===== src/common/csrPkg.sv =====
//////////////////////////////////////////////////
// CSR package
// Widths, CSR addresses, fixed values and access op type
//////////////////////////////////////////////////

package csrPkg;

  //////////////////////////////////////////////////
  // Sizes

  localparam int Xlen       = 32;
  localparam int PmpEntries = 4;
  localparam int PmpIdxBits = $clog2(PmpEntries);
  // pmpaddr holds PA bits 33:2
  localparam int PaBits     = 34;

  //////////////////////////////////////////////////
  // Machine CSR addresses

  // Read-only ID registers
  localparam logic [11:0] AdrMvendorid     = 12'hF11;
  localparam logic [11:0] AdrMarchid       = 12'hF12;
  localparam logic [11:0] AdrMimpid        = 12'hF13;
  localparam logic [11:0] AdrMhartid       = 12'hF14;
  localparam logic [11:0] AdrMconfigptr    = 12'hF15;

  // Trap setup
  localparam logic [11:0] AdrMstatus       = 12'h300;
  localparam logic [11:0] AdrMisa          = 12'h301;
  localparam logic [11:0] AdrMedeleg       = 12'h302;
  localparam logic [11:0] AdrMideleg       = 12'h303;
  localparam logic [11:0] AdrMie           = 12'h304;
  localparam logic [11:0] AdrMtvec         = 12'h305;
  localparam logic [11:0] AdrMstatush      = 12'h310;
  localparam logic [11:0] AdrMcountinhibit = 12'h320;

  // Trap handling
  localparam logic [11:0] AdrMscratch      = 12'h340;
  localparam logic [11:0] AdrMepc          = 12'h341;
  localparam logic [11:0] AdrMcause        = 12'h342;
  localparam logic [11:0] AdrMtval         = 12'h343;
  localparam logic [11:0] AdrMip           = 12'h344;

  // PMP, entries sit at consecutive addresses
  localparam logic [11:0] AdrPmpcfg0       = 12'h3A0;
  localparam logic [11:0] AdrPmpaddr0      = 12'h3B0;

  //////////////////////////////////////////////////
  // Fixed values

  localparam logic [Xlen-1:0] MvendoridVal = 32'h0;
  localparam logic [Xlen-1:0] MarchidVal   = 32'h24;
  localparam logic [Xlen-1:0] MimpidVal    = 32'h100;
  // RV32 with I and M
  localparam logic [Xlen-1:0] MisaVal      = 32'h4000_1100;

  // MSI, MTI and MEI
  localparam logic [11:0] MipMask = 12'h888;

  // mstatus field positions
  localparam int MstatusMie  = 3;
  localparam int MstatusMpie = 7;
  localparam int MstatusMpp  = 11;

  typedef enum logic [1:0] {
    CsrRead,
    CsrWrite,
    CsrSet,
    CsrClear
  } csrOpT;

endpackage


===== src/csr/csrAccess.sv =====
//////////////////////////////////////////////////
// CSR access sequencer
// Four-phase req/ack slave, forms write value, latches read
//////////////////////////////////////////////////
`timescale 1ns/10ps

module csrAccess import csrPkg::*; (
  input  logic            clk,
  input  logic            arstN,
  input  logic            req,
  input  csrOpT           op,
  input  logic [11:0]     adr,
  input  logic [Xlen-1:0] wdata,
  input  logic [Xlen-1:0] readVal,
  input  logic            illegalAccess,
  output logic            ack,
  output logic [Xlen-1:0] rdata,
  output logic            illegal,
  output logic            ungatedWrite,
  output logic            csrWrite,
  output logic [Xlen-1:0] csrWdata,
  output logic [11:0]     csrAdr
);

  logic accept;

  // A new request is taken only once ack has dropped
  assign accept = req & ~ack;

  assign csrAdr = adr;

  // New value from the old one for set and clear
  always_comb begin
    case (op)
      CsrWrite: csrWdata = wdata;
      CsrSet:   csrWdata = readVal | wdata;
      CsrClear: csrWdata = readVal & ~wdata;
      default:  csrWdata = readVal;
    endcase
  end

  // Single-cycle pulse, ack is high right after the accept edge
  assign ungatedWrite = accept & (op != CsrRead);
  assign csrWrite     = ungatedWrite & ~illegalAccess;

  always_ff @(posedge clk or negedge arstN) begin
    if (!arstN) begin
      ack     <= 1'b0;
      rdata   <= '0;
      illegal <= 1'b0;
    end else begin
      if (accept) begin
        ack     <= 1'b1;
        // Old register contents go back to the master
        rdata   <= readVal;
        illegal <= illegalAccess;
      end else if (!req) begin
        ack <= 1'b0;
      end
    end
  end

endmodule


===== src/csr/csrm.sv =====
//////////////////////////////////////////////////
// Machine CSRs
// Trap registers, PMP entries, read decode and illegal check
//////////////////////////////////////////////////
`timescale 1ns/10ps

module csrm import csrPkg::*; (
  input  logic            clk,
  input  logic            arstN,
  input  logic            ungatedWrite,
  input  logic            csrWrite,
  input  logic [11:0]     csrAdr,
  input  logic [Xlen-1:0] csrWdata,
  input  logic            trap,
  input  logic [Xlen-1:0] nextEpc,
  input  logic [4:0]      nextCause,
  input  logic [Xlen-1:0] nextTval,
  input  logic [Xlen-1:0] mstatus,
  input  logic [11:0]     mieReg,
  input  logic [11:0]     mipReg,
  output logic [Xlen-1:0] readVal,
  output logic            illegalAccess,
  output logic            writeMstatus,
  output logic [Xlen-1:0] mtvec,
  output logic [Xlen-1:0] mepc
);

  logic [Xlen-1:0]   mscratch;
  logic [Xlen-1:0]   mcause;
  logic [Xlen-1:0]   mtval;
  logic [Xlen-1:0]   mcountinhibit;
  logic [7:0]        pmpCfg [PmpEntries];
  logic [PaBits-3:0] pmpAddr [PmpEntries];
  logic [Xlen-1:0]   pmpCfgWord;
  logic [11:0]       pmpOffset;
  logic              idReg;

  assign writeMstatus = csrWrite & (csrAdr == AdrMstatus);

  //////////////////////////////////////////////////
  // Trap and scratch registers

  always_ff @(posedge clk or negedge arstN) begin
    if (!arstN) begin
      mtvec         <= '0;
      mscratch      <= '0;
      mepc          <= '0;
      mcause        <= '0;
      mtval         <= '0;
      mcountinhibit <= '0;
    end else begin
      // Bit 1 is reserved in the mode field
      if (csrWrite && csrAdr == AdrMtvec)
        mtvec <= {csrWdata[Xlen-1:2], 1'b0, csrWdata[0]};
      if (csrWrite && csrAdr == AdrMscratch)
        mscratch <= csrWdata;
      if (csrWrite && csrAdr == AdrMcountinhibit)
        mcountinhibit <= csrWdata;
      // Trap beats a CSR write to the same register
      if (trap) begin
        mepc   <= nextEpc;
        mcause <= {nextCause[4], {(Xlen-5){1'b0}}, nextCause[3:0]};
        mtval  <= nextTval;
      end else begin
        if (csrWrite && csrAdr == AdrMepc)   mepc   <= csrWdata;
        if (csrWrite && csrAdr == AdrMcause) mcause <= csrWdata;
        if (csrWrite && csrAdr == AdrMtval)  mtval  <= csrWdata;
      end
    end
  end

  //////////////////////////////////////////////////
  // PMP entries

  for (genvar i = 0; i < PmpEntries; i++) begin : gPmp
    localparam logic [11:0] PmpAddrAdr = AdrPmpaddr0 + 12'(i);
    logic cfgLocked;
    logic addrLocked;

    assign cfgLocked = pmpCfg[i][7];
    // A locked TOR entry above also freezes this address
    if (i == PmpEntries - 1) begin : gLast
      assign addrLocked = cfgLocked;
    end else begin : gTor
      assign addrLocked = cfgLocked | (pmpCfg[i+1][7] & (pmpCfg[i+1][4:3] == 2'b01));
    end

    always_ff @(posedge clk or negedge arstN) begin
      if (!arstN) begin
        pmpCfg[i]  <= '0;
        pmpAddr[i] <= '0;
      end else begin
        if (csrWrite && csrAdr == AdrPmpcfg0 && !cfgLocked)
          pmpCfg[i] <= csrWdata[i*8 +: 8];
        if (csrWrite && csrAdr == PmpAddrAdr && !addrLocked)
          pmpAddr[i] <= csrWdata[PaBits-3:0];
      end
    end
  end

  always_comb begin
    for (int k = 0; k < PmpEntries; k++)
      pmpCfgWord[k*8 +: 8] = pmpCfg[k];
  end

  //////////////////////////////////////////////////
  // Read decode

  // Wraps to a large value below the pmpaddr base
  assign pmpOffset = csrAdr - AdrPmpaddr0;
  assign idReg = csrAdr inside {AdrMvendorid, AdrMarchid, AdrMimpid, AdrMhartid,
                                AdrMconfigptr};

  always_comb begin
    readVal       = '0;
    illegalAccess = 1'b0;
    if (pmpOffset < 12'(PmpEntries)) begin
      readVal = Xlen'(pmpAddr[pmpOffset[PmpIdxBits-1:0]]);
    end else begin
      case (csrAdr)
        AdrMvendorid:     readVal = MvendoridVal;
        AdrMarchid:       readVal = MarchidVal;
        AdrMimpid:        readVal = MimpidVal;
        AdrMisa:          readVal = MisaVal;
        AdrMhartid, AdrMconfigptr, AdrMstatush: readVal = '0;
        AdrMstatus:       readVal = mstatus;
        AdrMie:           readVal = Xlen'(mieReg);
        AdrMip:           readVal = Xlen'(mipReg);
        AdrMtvec:         readVal = mtvec;
        AdrMcountinhibit: readVal = mcountinhibit;
        AdrMscratch:      readVal = mscratch;
        AdrMepc:          readVal = mepc;
        AdrMcause:        readVal = mcause;
        AdrMtval:         readVal = mtval;
        AdrPmpcfg0:       readVal = pmpCfgWord;
        // No S-mode so delegation does not exist
        AdrMedeleg, AdrMideleg: illegalAccess = 1'b1;
        default:          illegalAccess = 1'b1;
      endcase
    end
    // ID registers are read-only
    illegalAccess = illegalAccess | (ungatedWrite & idReg);
  end

endmodule


===== src/csr/csrsr.sv =====
//////////////////////////////////////////////////
// mstatus register
// MIE and MPIE with trap entry and mret updates
//////////////////////////////////////////////////
`timescale 1ns/10ps

module csrsr import csrPkg::*; (
  input  logic            clk,
  input  logic            arstN,
  input  logic            writeMstatus,
  input  logic [Xlen-1:0] csrWdata,
  input  logic            trap,
  input  logic            mret,
  output logic [Xlen-1:0] mstatus,
  output logic            mieBit
);

  logic mie;
  logic mpie;

  // Trap stacks MIE, mret pops it
  always_ff @(posedge clk or negedge arstN) begin
    if (!arstN) begin
      mie  <= 1'b0;
      mpie <= 1'b0;
    end else if (trap) begin
      mpie <= mie;
      mie  <= 1'b0;
    end else if (mret) begin
      mie  <= mpie;
      mpie <= 1'b1;
    end else if (writeMstatus) begin
      mie  <= csrWdata[MstatusMie];
      mpie <= csrWdata[MstatusMpie];
    end
  end

  // Only M-mode exists so MPP is fixed at 11
  always_comb begin
    mstatus                 = '0;
    mstatus[MstatusMie]     = mie;
    mstatus[MstatusMpie]    = mpie;
    mstatus[MstatusMpp +: 2] = 2'b11;
  end

  assign mieBit = mie;

endmodule


===== src/csr/csri.sv =====
//////////////////////////////////////////////////
// Interrupt CSRs
// mie, registered mip and the pending interrupt flag
//////////////////////////////////////////////////
`timescale 1ns/10ps

module csri import csrPkg::*; (
  input  logic            clk,
  input  logic            arstN,
  input  logic            csrWrite,
  input  logic [11:0]     csrAdr,
  input  logic [Xlen-1:0] csrWdata,
  input  logic            mtip,
  input  logic            msip,
  input  logic            meip,
  input  logic            mieBit,
  output logic [11:0]     mieReg,
  output logic [11:0]     mipReg,
  output logic            irqPending
);

  logic [11:0] irqLines;

  // External at 11, timer at 7, software at 3
  assign irqLines = {meip, 3'b000, mtip, 3'b000, msip, 3'b000};

  always_ff @(posedge clk or negedge arstN) begin
    if (!arstN) begin
      mieReg <= '0;
      mipReg <= '0;
    end else begin
      if (csrWrite && csrAdr == AdrMie)
        mieReg <= csrWdata[11:0] & MipMask;
      mipReg <= irqLines & MipMask;
    end
  end

  assign irqPending = (|(mipReg & mieReg)) & mieBit;

endmodule


===== src/csr/csr.sv =====
//////////////////////////////////////////////////
// CSR block top
// Access port, trap port and interrupt lines for an M-mode core
//////////////////////////////////////////////////
`timescale 1ns/10ps

module csr import csrPkg::*; (
  input  logic            clk,
  input  logic            arstN,
  // Access port
  input  logic            req,
  input  csrOpT           op,
  input  logic [11:0]     adr,
  input  logic [Xlen-1:0] wdata,
  output logic            ack,
  output logic [Xlen-1:0] rdata,
  output logic            illegal,
  // Trap port
  input  logic            trap,
  input  logic [Xlen-1:0] nextEpc,
  input  logic [4:0]      nextCause,
  input  logic [Xlen-1:0] nextTval,
  input  logic            mret,
  // Interrupt lines
  input  logic            mtip,
  input  logic            msip,
  input  logic            meip,
  output logic [Xlen-1:0] mtvec,
  output logic [Xlen-1:0] mepc,
  output logic            irqPending
);

  logic            ungatedWrite;
  logic            csrWrite;
  logic [Xlen-1:0] csrWdata;
  logic [11:0]     csrAdr;
  logic [Xlen-1:0] readVal;
  logic            illegalAccess;
  logic            writeMstatus;
  logic [Xlen-1:0] mstatus;
  logic            mieBit;
  logic [11:0]     mieReg;
  logic [11:0]     mipReg;

  csrAccess uAccess (
    .clk(clk), .arstN(arstN), .req(req), .op(op), .adr(adr), .wdata(wdata),
    .readVal(readVal), .illegalAccess(illegalAccess), .ack(ack), .rdata(rdata),
    .illegal(illegal), .ungatedWrite(ungatedWrite), .csrWrite(csrWrite),
    .csrWdata(csrWdata), .csrAdr(csrAdr)
  );

  csrm uCsrm (
    .clk(clk), .arstN(arstN), .ungatedWrite(ungatedWrite), .csrWrite(csrWrite),
    .csrAdr(csrAdr), .csrWdata(csrWdata), .trap(trap), .nextEpc(nextEpc),
    .nextCause(nextCause), .nextTval(nextTval), .mstatus(mstatus), .mieReg(mieReg),
    .mipReg(mipReg), .readVal(readVal), .illegalAccess(illegalAccess),
    .writeMstatus(writeMstatus), .mtvec(mtvec), .mepc(mepc)
  );

  csrsr uCsrsr (
    .clk(clk), .arstN(arstN), .writeMstatus(writeMstatus), .csrWdata(csrWdata),
    .trap(trap), .mret(mret), .mstatus(mstatus), .mieBit(mieBit)
  );

  // mie decode lives with the interrupt logic
  csri uCsri (
    .clk(clk), .arstN(arstN), .csrWrite(csrWrite), .csrAdr(csrAdr),
    .csrWdata(csrWdata), .mtip(mtip), .msip(msip), .meip(meip), .mieBit(mieBit),
    .mieReg(mieReg), .mipReg(mipReg), .irqPending(irqPending)
  );

endmodule


===== config.mk =====
export PLATFORM = sky130hd
export DESIGN_NAME = csr
export DESIGN_NICKNAME = d
export VERILOG_FILES = /design/src/common/csrPkg.sv /design/src/csr/csrAccess.sv /design/src/csr/csrm.sv /design/src/csr/csrsr.sv /design/src/csr/csri.sv /design/src/csr/csr.sv
export SDC_FILE = /design/constraint.sdc
export NUM_CORES = 1
export LEC_CHECK = 0
export BUFFER_PORTS_ARGS = -buffer_cell sky130_fd_sc_hd__buf_2
export CAP_MARGIN = 20
export CORE_MARGIN = 5
export CORE_UTILIZATION = 30
export DETAILED_ROUTE_END_ITERATION = 10
export GPL_TIMING_DRIVEN = 0
export MAX_ROUTING_LAYER = met4
export SYNTH_ARGS = -nofsm -noshare
export SYNTH_HDL_FRONTEND = slang
export SYNTH_HIERARCHICAL = 1
export SYNTH_SLANG_ARGS = --single-unit
export TNS_END_PERCENT = 100

===== constraint.sdc =====
create_clock -name clk -period 3.6 [get_ports clk]
set_clock_uncertainty 0.05 [all_clocks]
set_input_delay 0.54 -clock clk [delete_from_list [all_inputs] [get_ports clk]]
set_output_delay 0.54 -clock clk [all_outputs]
set_load 0.01 [all_outputs]

==> flow_metrics.env <==
export IMPL_worst_r2r_endpoint="uCsrm/mepc[23]$_DFFE_PN0P_"
export IMPL_synth_seq_cells=393
export IMPL_synth_distinct_cells=78
export IMPL_design_area_mm2=0.0252
export IMPL_htreeDepth=2
export IMPL_cp_arrival_ns=4.02
export IMPL_drv_slew=0
export IMPL_wl_per_cell_um=26.7
export IMPL_yosys_area_top_type="dfrtp_1"
export IMPL_status="finished with violations"
export IMPL_path_buf_inv=5
export IMPL_critPathKind="input pin to register"
export IMPL_clk_path_buf_depth=3
export IMPL_cts_clk_slew_worst_paths_ns=0.06
export IMPL_gp_congestion=0.946
export IMPL_drv_cap=0
export IMPL_setup_slack_ns=-0.0311
export IMPL_timing_rr_start="uCsrm/gPmp[2].cfgLocked$_DFFE_PN0P_"
export IMPL_area_growth_pct=20.1
export IMPL_synth_edf_count=0
export IMPL_syn_instance_count=1829
export IMPL_end_kind="register"
export IMPL_grt_pass1_vias=16996
export IMPL_hold_start="mtip"
export IMPL_p_leak_nw=12.3
export IMPL_synthFlopType="dfrtp_1"
export IMPL_layout_drive_gt1_share=0.385
export IMPL_grt_overflow=0
export IMPL_crit_path_top_delay_cell="a2111oi_4"
export IMPL_fin_cells=3116
export IMPL_fin_crit_ns=3.63
export IMPL_worst_pin_slew_ns=0.988
export IMPL_ios=222
export IMPL_critPathLaunchType="input pin"
export IMPL_hold_path_depth=1
export IMPL_min_to="uCsri/mipReg[7]$_DFF_PN0_"
export IMPL_post_dp_cell_area_mm2=0.0235
export IMPL_fin_nets=2261
export IMPL_netlist_top_cells_count="dfrtp_1 (393), mux2_2 (228), a21oi_1 (169), nand2_1 (164), a22oi_1 (86)"
export IMPL_cpMostUsedCell="buf_4"
export IMPL_rsz0062_at_grt="yes"
export IMPL_violations="setup timing"
export IMPL_hpwl_um=63700
export IMPL_drt_iter0_markers=1839
export IMPL_io_buffers=206
export IMPL_r2r_slack_ns=0.39
export IMPL_slew_headroom=0.342
export IMPL_setup_viol=3
export IMPL_crit_required_ns=3.98
export IMPL_insertion_delay_ns=0.57
export IMPL_hold_viol_final=0
export IMPL_synth_yosys_seq_area_share=0.468
export IMPL_std_cell_rows=97
export IMPL_path_max_fanout=10
export IMPL_cts_tree="built"
export IMPL_via_per_inst=5.38
export IMPL_ant_nets=0
export IMPL_antenna_found_initial=6
export IMPL_ys_warnings_count=6
export IMPL_die_area_mm2=0.0754
export IMPL_critical_path_top_delay_family="simple AND/OR/NAND/NOR gates"
export IMPL_post_route_drc_count=0
export IMPL_dp_cells=3024
export IMPL_critPathMaxStageDelay_ns=0.49
export IMPL_synthArstFlopShare=1.00
export IMPL_post_synth_top_count_cell="dfrtp_1"
export IMPL_final_util=0.362
export IMPL_routed_wl_um=83100
export IMPL_min_path_type="input pin to register"
export IMPL_coreArea_mm2=0.0697
export IMPL_ctsRootBufferMaster="clkbuf_16"
export IMPL_cts_made_buffers=41
export IMPL_num_vias=16755
export IMPL_track_usage=0.221
export IMPL_die_y_um=275
export IMPL_synthTopCellsByArea="dfrtp_1 (47%), mux2_2 (12%), a21oi_1 (4.0%)"
export IMPL_fmax_ghz=0.275
export IMPL_cp_cell_sequence="buf_4 -> clkbuf_2 -> and4b_1 -> nand4_1 -> a2111oi_4 -> o21ai_1 -> nor3_2 -> buf_4 -> nand3_1 -> or3_1 -> clkbuf_1 -> clkbuf_4 -> mux2_1"
export IMPL_dieWidth_um=275
export IMPL_grt_first_pass_wirelength_um=120000
export IMPL_p_per_area_mw_per_mm2=399
export IMPL_initial_core_util=0.301
export IMPL_fin_crit_sh=1.01
export IMPL_cts_sinks=393
export IMPL_synth_area_mm2=0.0210
export IMPL_synth_top_area_frac=0.468
export IMPL_first_pass_iters=5
export IMPL_vdd_drop_max_v=0.000323
export IMPL_rr_worst_depth=9
export IMPL_synth_avg_cell_area_um2=11.5
export IMPL_grt_max_degree=126
-- logic make-up (layout without fill, tap and decap cells) --
family,Yosys count,count (layout),share of synthesized area
compound gates,413,413,0.133
buf+inv,237,533,0.0674
flops,393,393,0.468
mux,384,384,0.226
other cells,4,55,0.000715
simple gates,398,398,0.104
-- placed cells by master, fill, tap and decap left out, drive strengths merged, types with 5 or more instances in the layout --
| cell | netlist | routed |
|---|---|---|
| nand2b | 34 | 34 |
| nor4b | 7 | 7 |
| nor2 | 33 | 33 |
| mux2 | 297 | 297 |
| a222oi | 10 | 10 |
| nor2b | 74 | 74 |
| a31oi | 24 | 24 |
| mux4 | 32 | 32 |
| nor3 | 11 | 11 |
| o22ai | 8 | 8 |
| mux2i | 55 | 55 |
| inv | 5 | 6 |
| and2 | 6 | 6 |
| nand3 | 24 | 24 |
| and3 | 8 | 8 |
| a21bo | 32 | 32 |
| a22oi | 86 | 86 |
| buf | 151 | 362 |
| nand4 | 7 | 7 |
| nand2 | 167 | 167 |
| o21ai | 14 | 14 |
| clkinv | 0 | 6 |
| conb | 4 | 49 |
| a22o | 13 | 13 |
| diode | 0 | 6 |
| a32oi | 7 | 7 |
| o211ai | 5 | 5 |
| a221oi | 19 | 19 |
| dfrtp | 393 | 393 |
| clkbuf | 81 | 153 |
| a21oi | 169 | 169 |
-- how the worst max path moves through the flow --
stage | from | slack [ns] | endpoint | cells past startpoint
after global placement | arstN | -5.74 | uCsrm/pmpAddr[37]$_DFFE_PN0P_ | 1
after CTS | adr[10] | 0.006 | uCsrm/mepc[15]$_DFFE_PN0P_ | 12
after detailed placement | adr[1] | -2.13 | uCsrsr/mieBit$_DFFE_PN0P_ | 13
after floorplan | adr[0] | 0.004 | uCsrsr/mieBit$_DFFE_PN0P_ | 13
final | adr[6] | -0.03 | uCsrm/pmpAddr[4]$_DFFE_PN0P_ | 13
after global routing | adr[1] | -0.009 | uCsrm/pmpAddr[86]$_DFFE_PN0P_ | 13
-- stage by stage --
step / setup slack (ns) / TNS, ns / total power, mW / hold slack, ns
2_1_floorplan: 0.00366 / 0 / 5.12 / 0.194
3_3_place_gp: -5.74 / -2816.87 / 5.57 / 0.418
3_5_place_dp: -2.13 / -569.88 / 5.60 / 0.431
4_1_cts: 0.00582 / 0 / 10.1 / 0.00726
5_1_grt: -0.00886 / -0.0118 / 10.4 / 0.0286
6_report: -0.0311 / -0.0336 / 10.1 / 0.0376
-- report_power, final --
group	leakage, nW	switching, mW	internal (mW)	total (mW)
logic	6.31	0.627	0.356	0.984
registers	5.28	0.0813	4.49	4.57
clock network	0.692	1.87	2.63	4.49
total	12.3	2.57	7.48	10.1
-- timing repair --
item,CTS,global route
gates resized for setup,62,33
hold buffers,1,0
pin swaps,6,1
endpoints found under the hold margin,53,0
buffers inserted,11,1
endpoints found under the setup margin,356,258
-- flip-flops by register name (all words and copies together) (netlist names), 31 cells and up --
register,flops
uCsrm/mcountinhibit,32
uAccess/rdata,32
uCsrm/mtvec,31
uCsrm/mcause,32
uCsrm/pmpAddr,128
uCsrm/mtval,32
uCsrm/mepc,32
uCsrm/mscratch,32
-- worst reg2reg max path, cell delays in order (launching register included) --
cell       delay (ns)
dfrtp_1          0.54
nand3_1          0.12
a2111oi_0        0.73
a31oi_1          0.08
o211ai_1         0.51
mux2i_1          0.15
a22oi_1          0.26
clkbuf_2         0.35
a21oi_1          0.16
a21oi_1          0.17
-- per-layer routing --
layer,wire (um),vias to the layer above,track usage
li1,-,7193,-
met1,33400,8548,0.279
met2,38900,838,0.350
met3,6430,176,0.0333
met4,4320,0,0.102
met5,0,-,-
-- layout make-up --
cell class / count / area, um2
Antenna cell: 6 / 15.0
Buffer: 230 / 1490
Clock buffer: 63 / 1210
Clock inverter: 12 / 214
Fill cell: 6952 / 44500
Inverter: 5 / 18.8
Multi-Input combinational cell: 1244 / 10000
Sequential cell: 393 / 9830
Tap cell: 940 / 1180
Timing Repair Buffer: 223 / 1250
No activity file was read; power rests on OpenSTA's default activity.
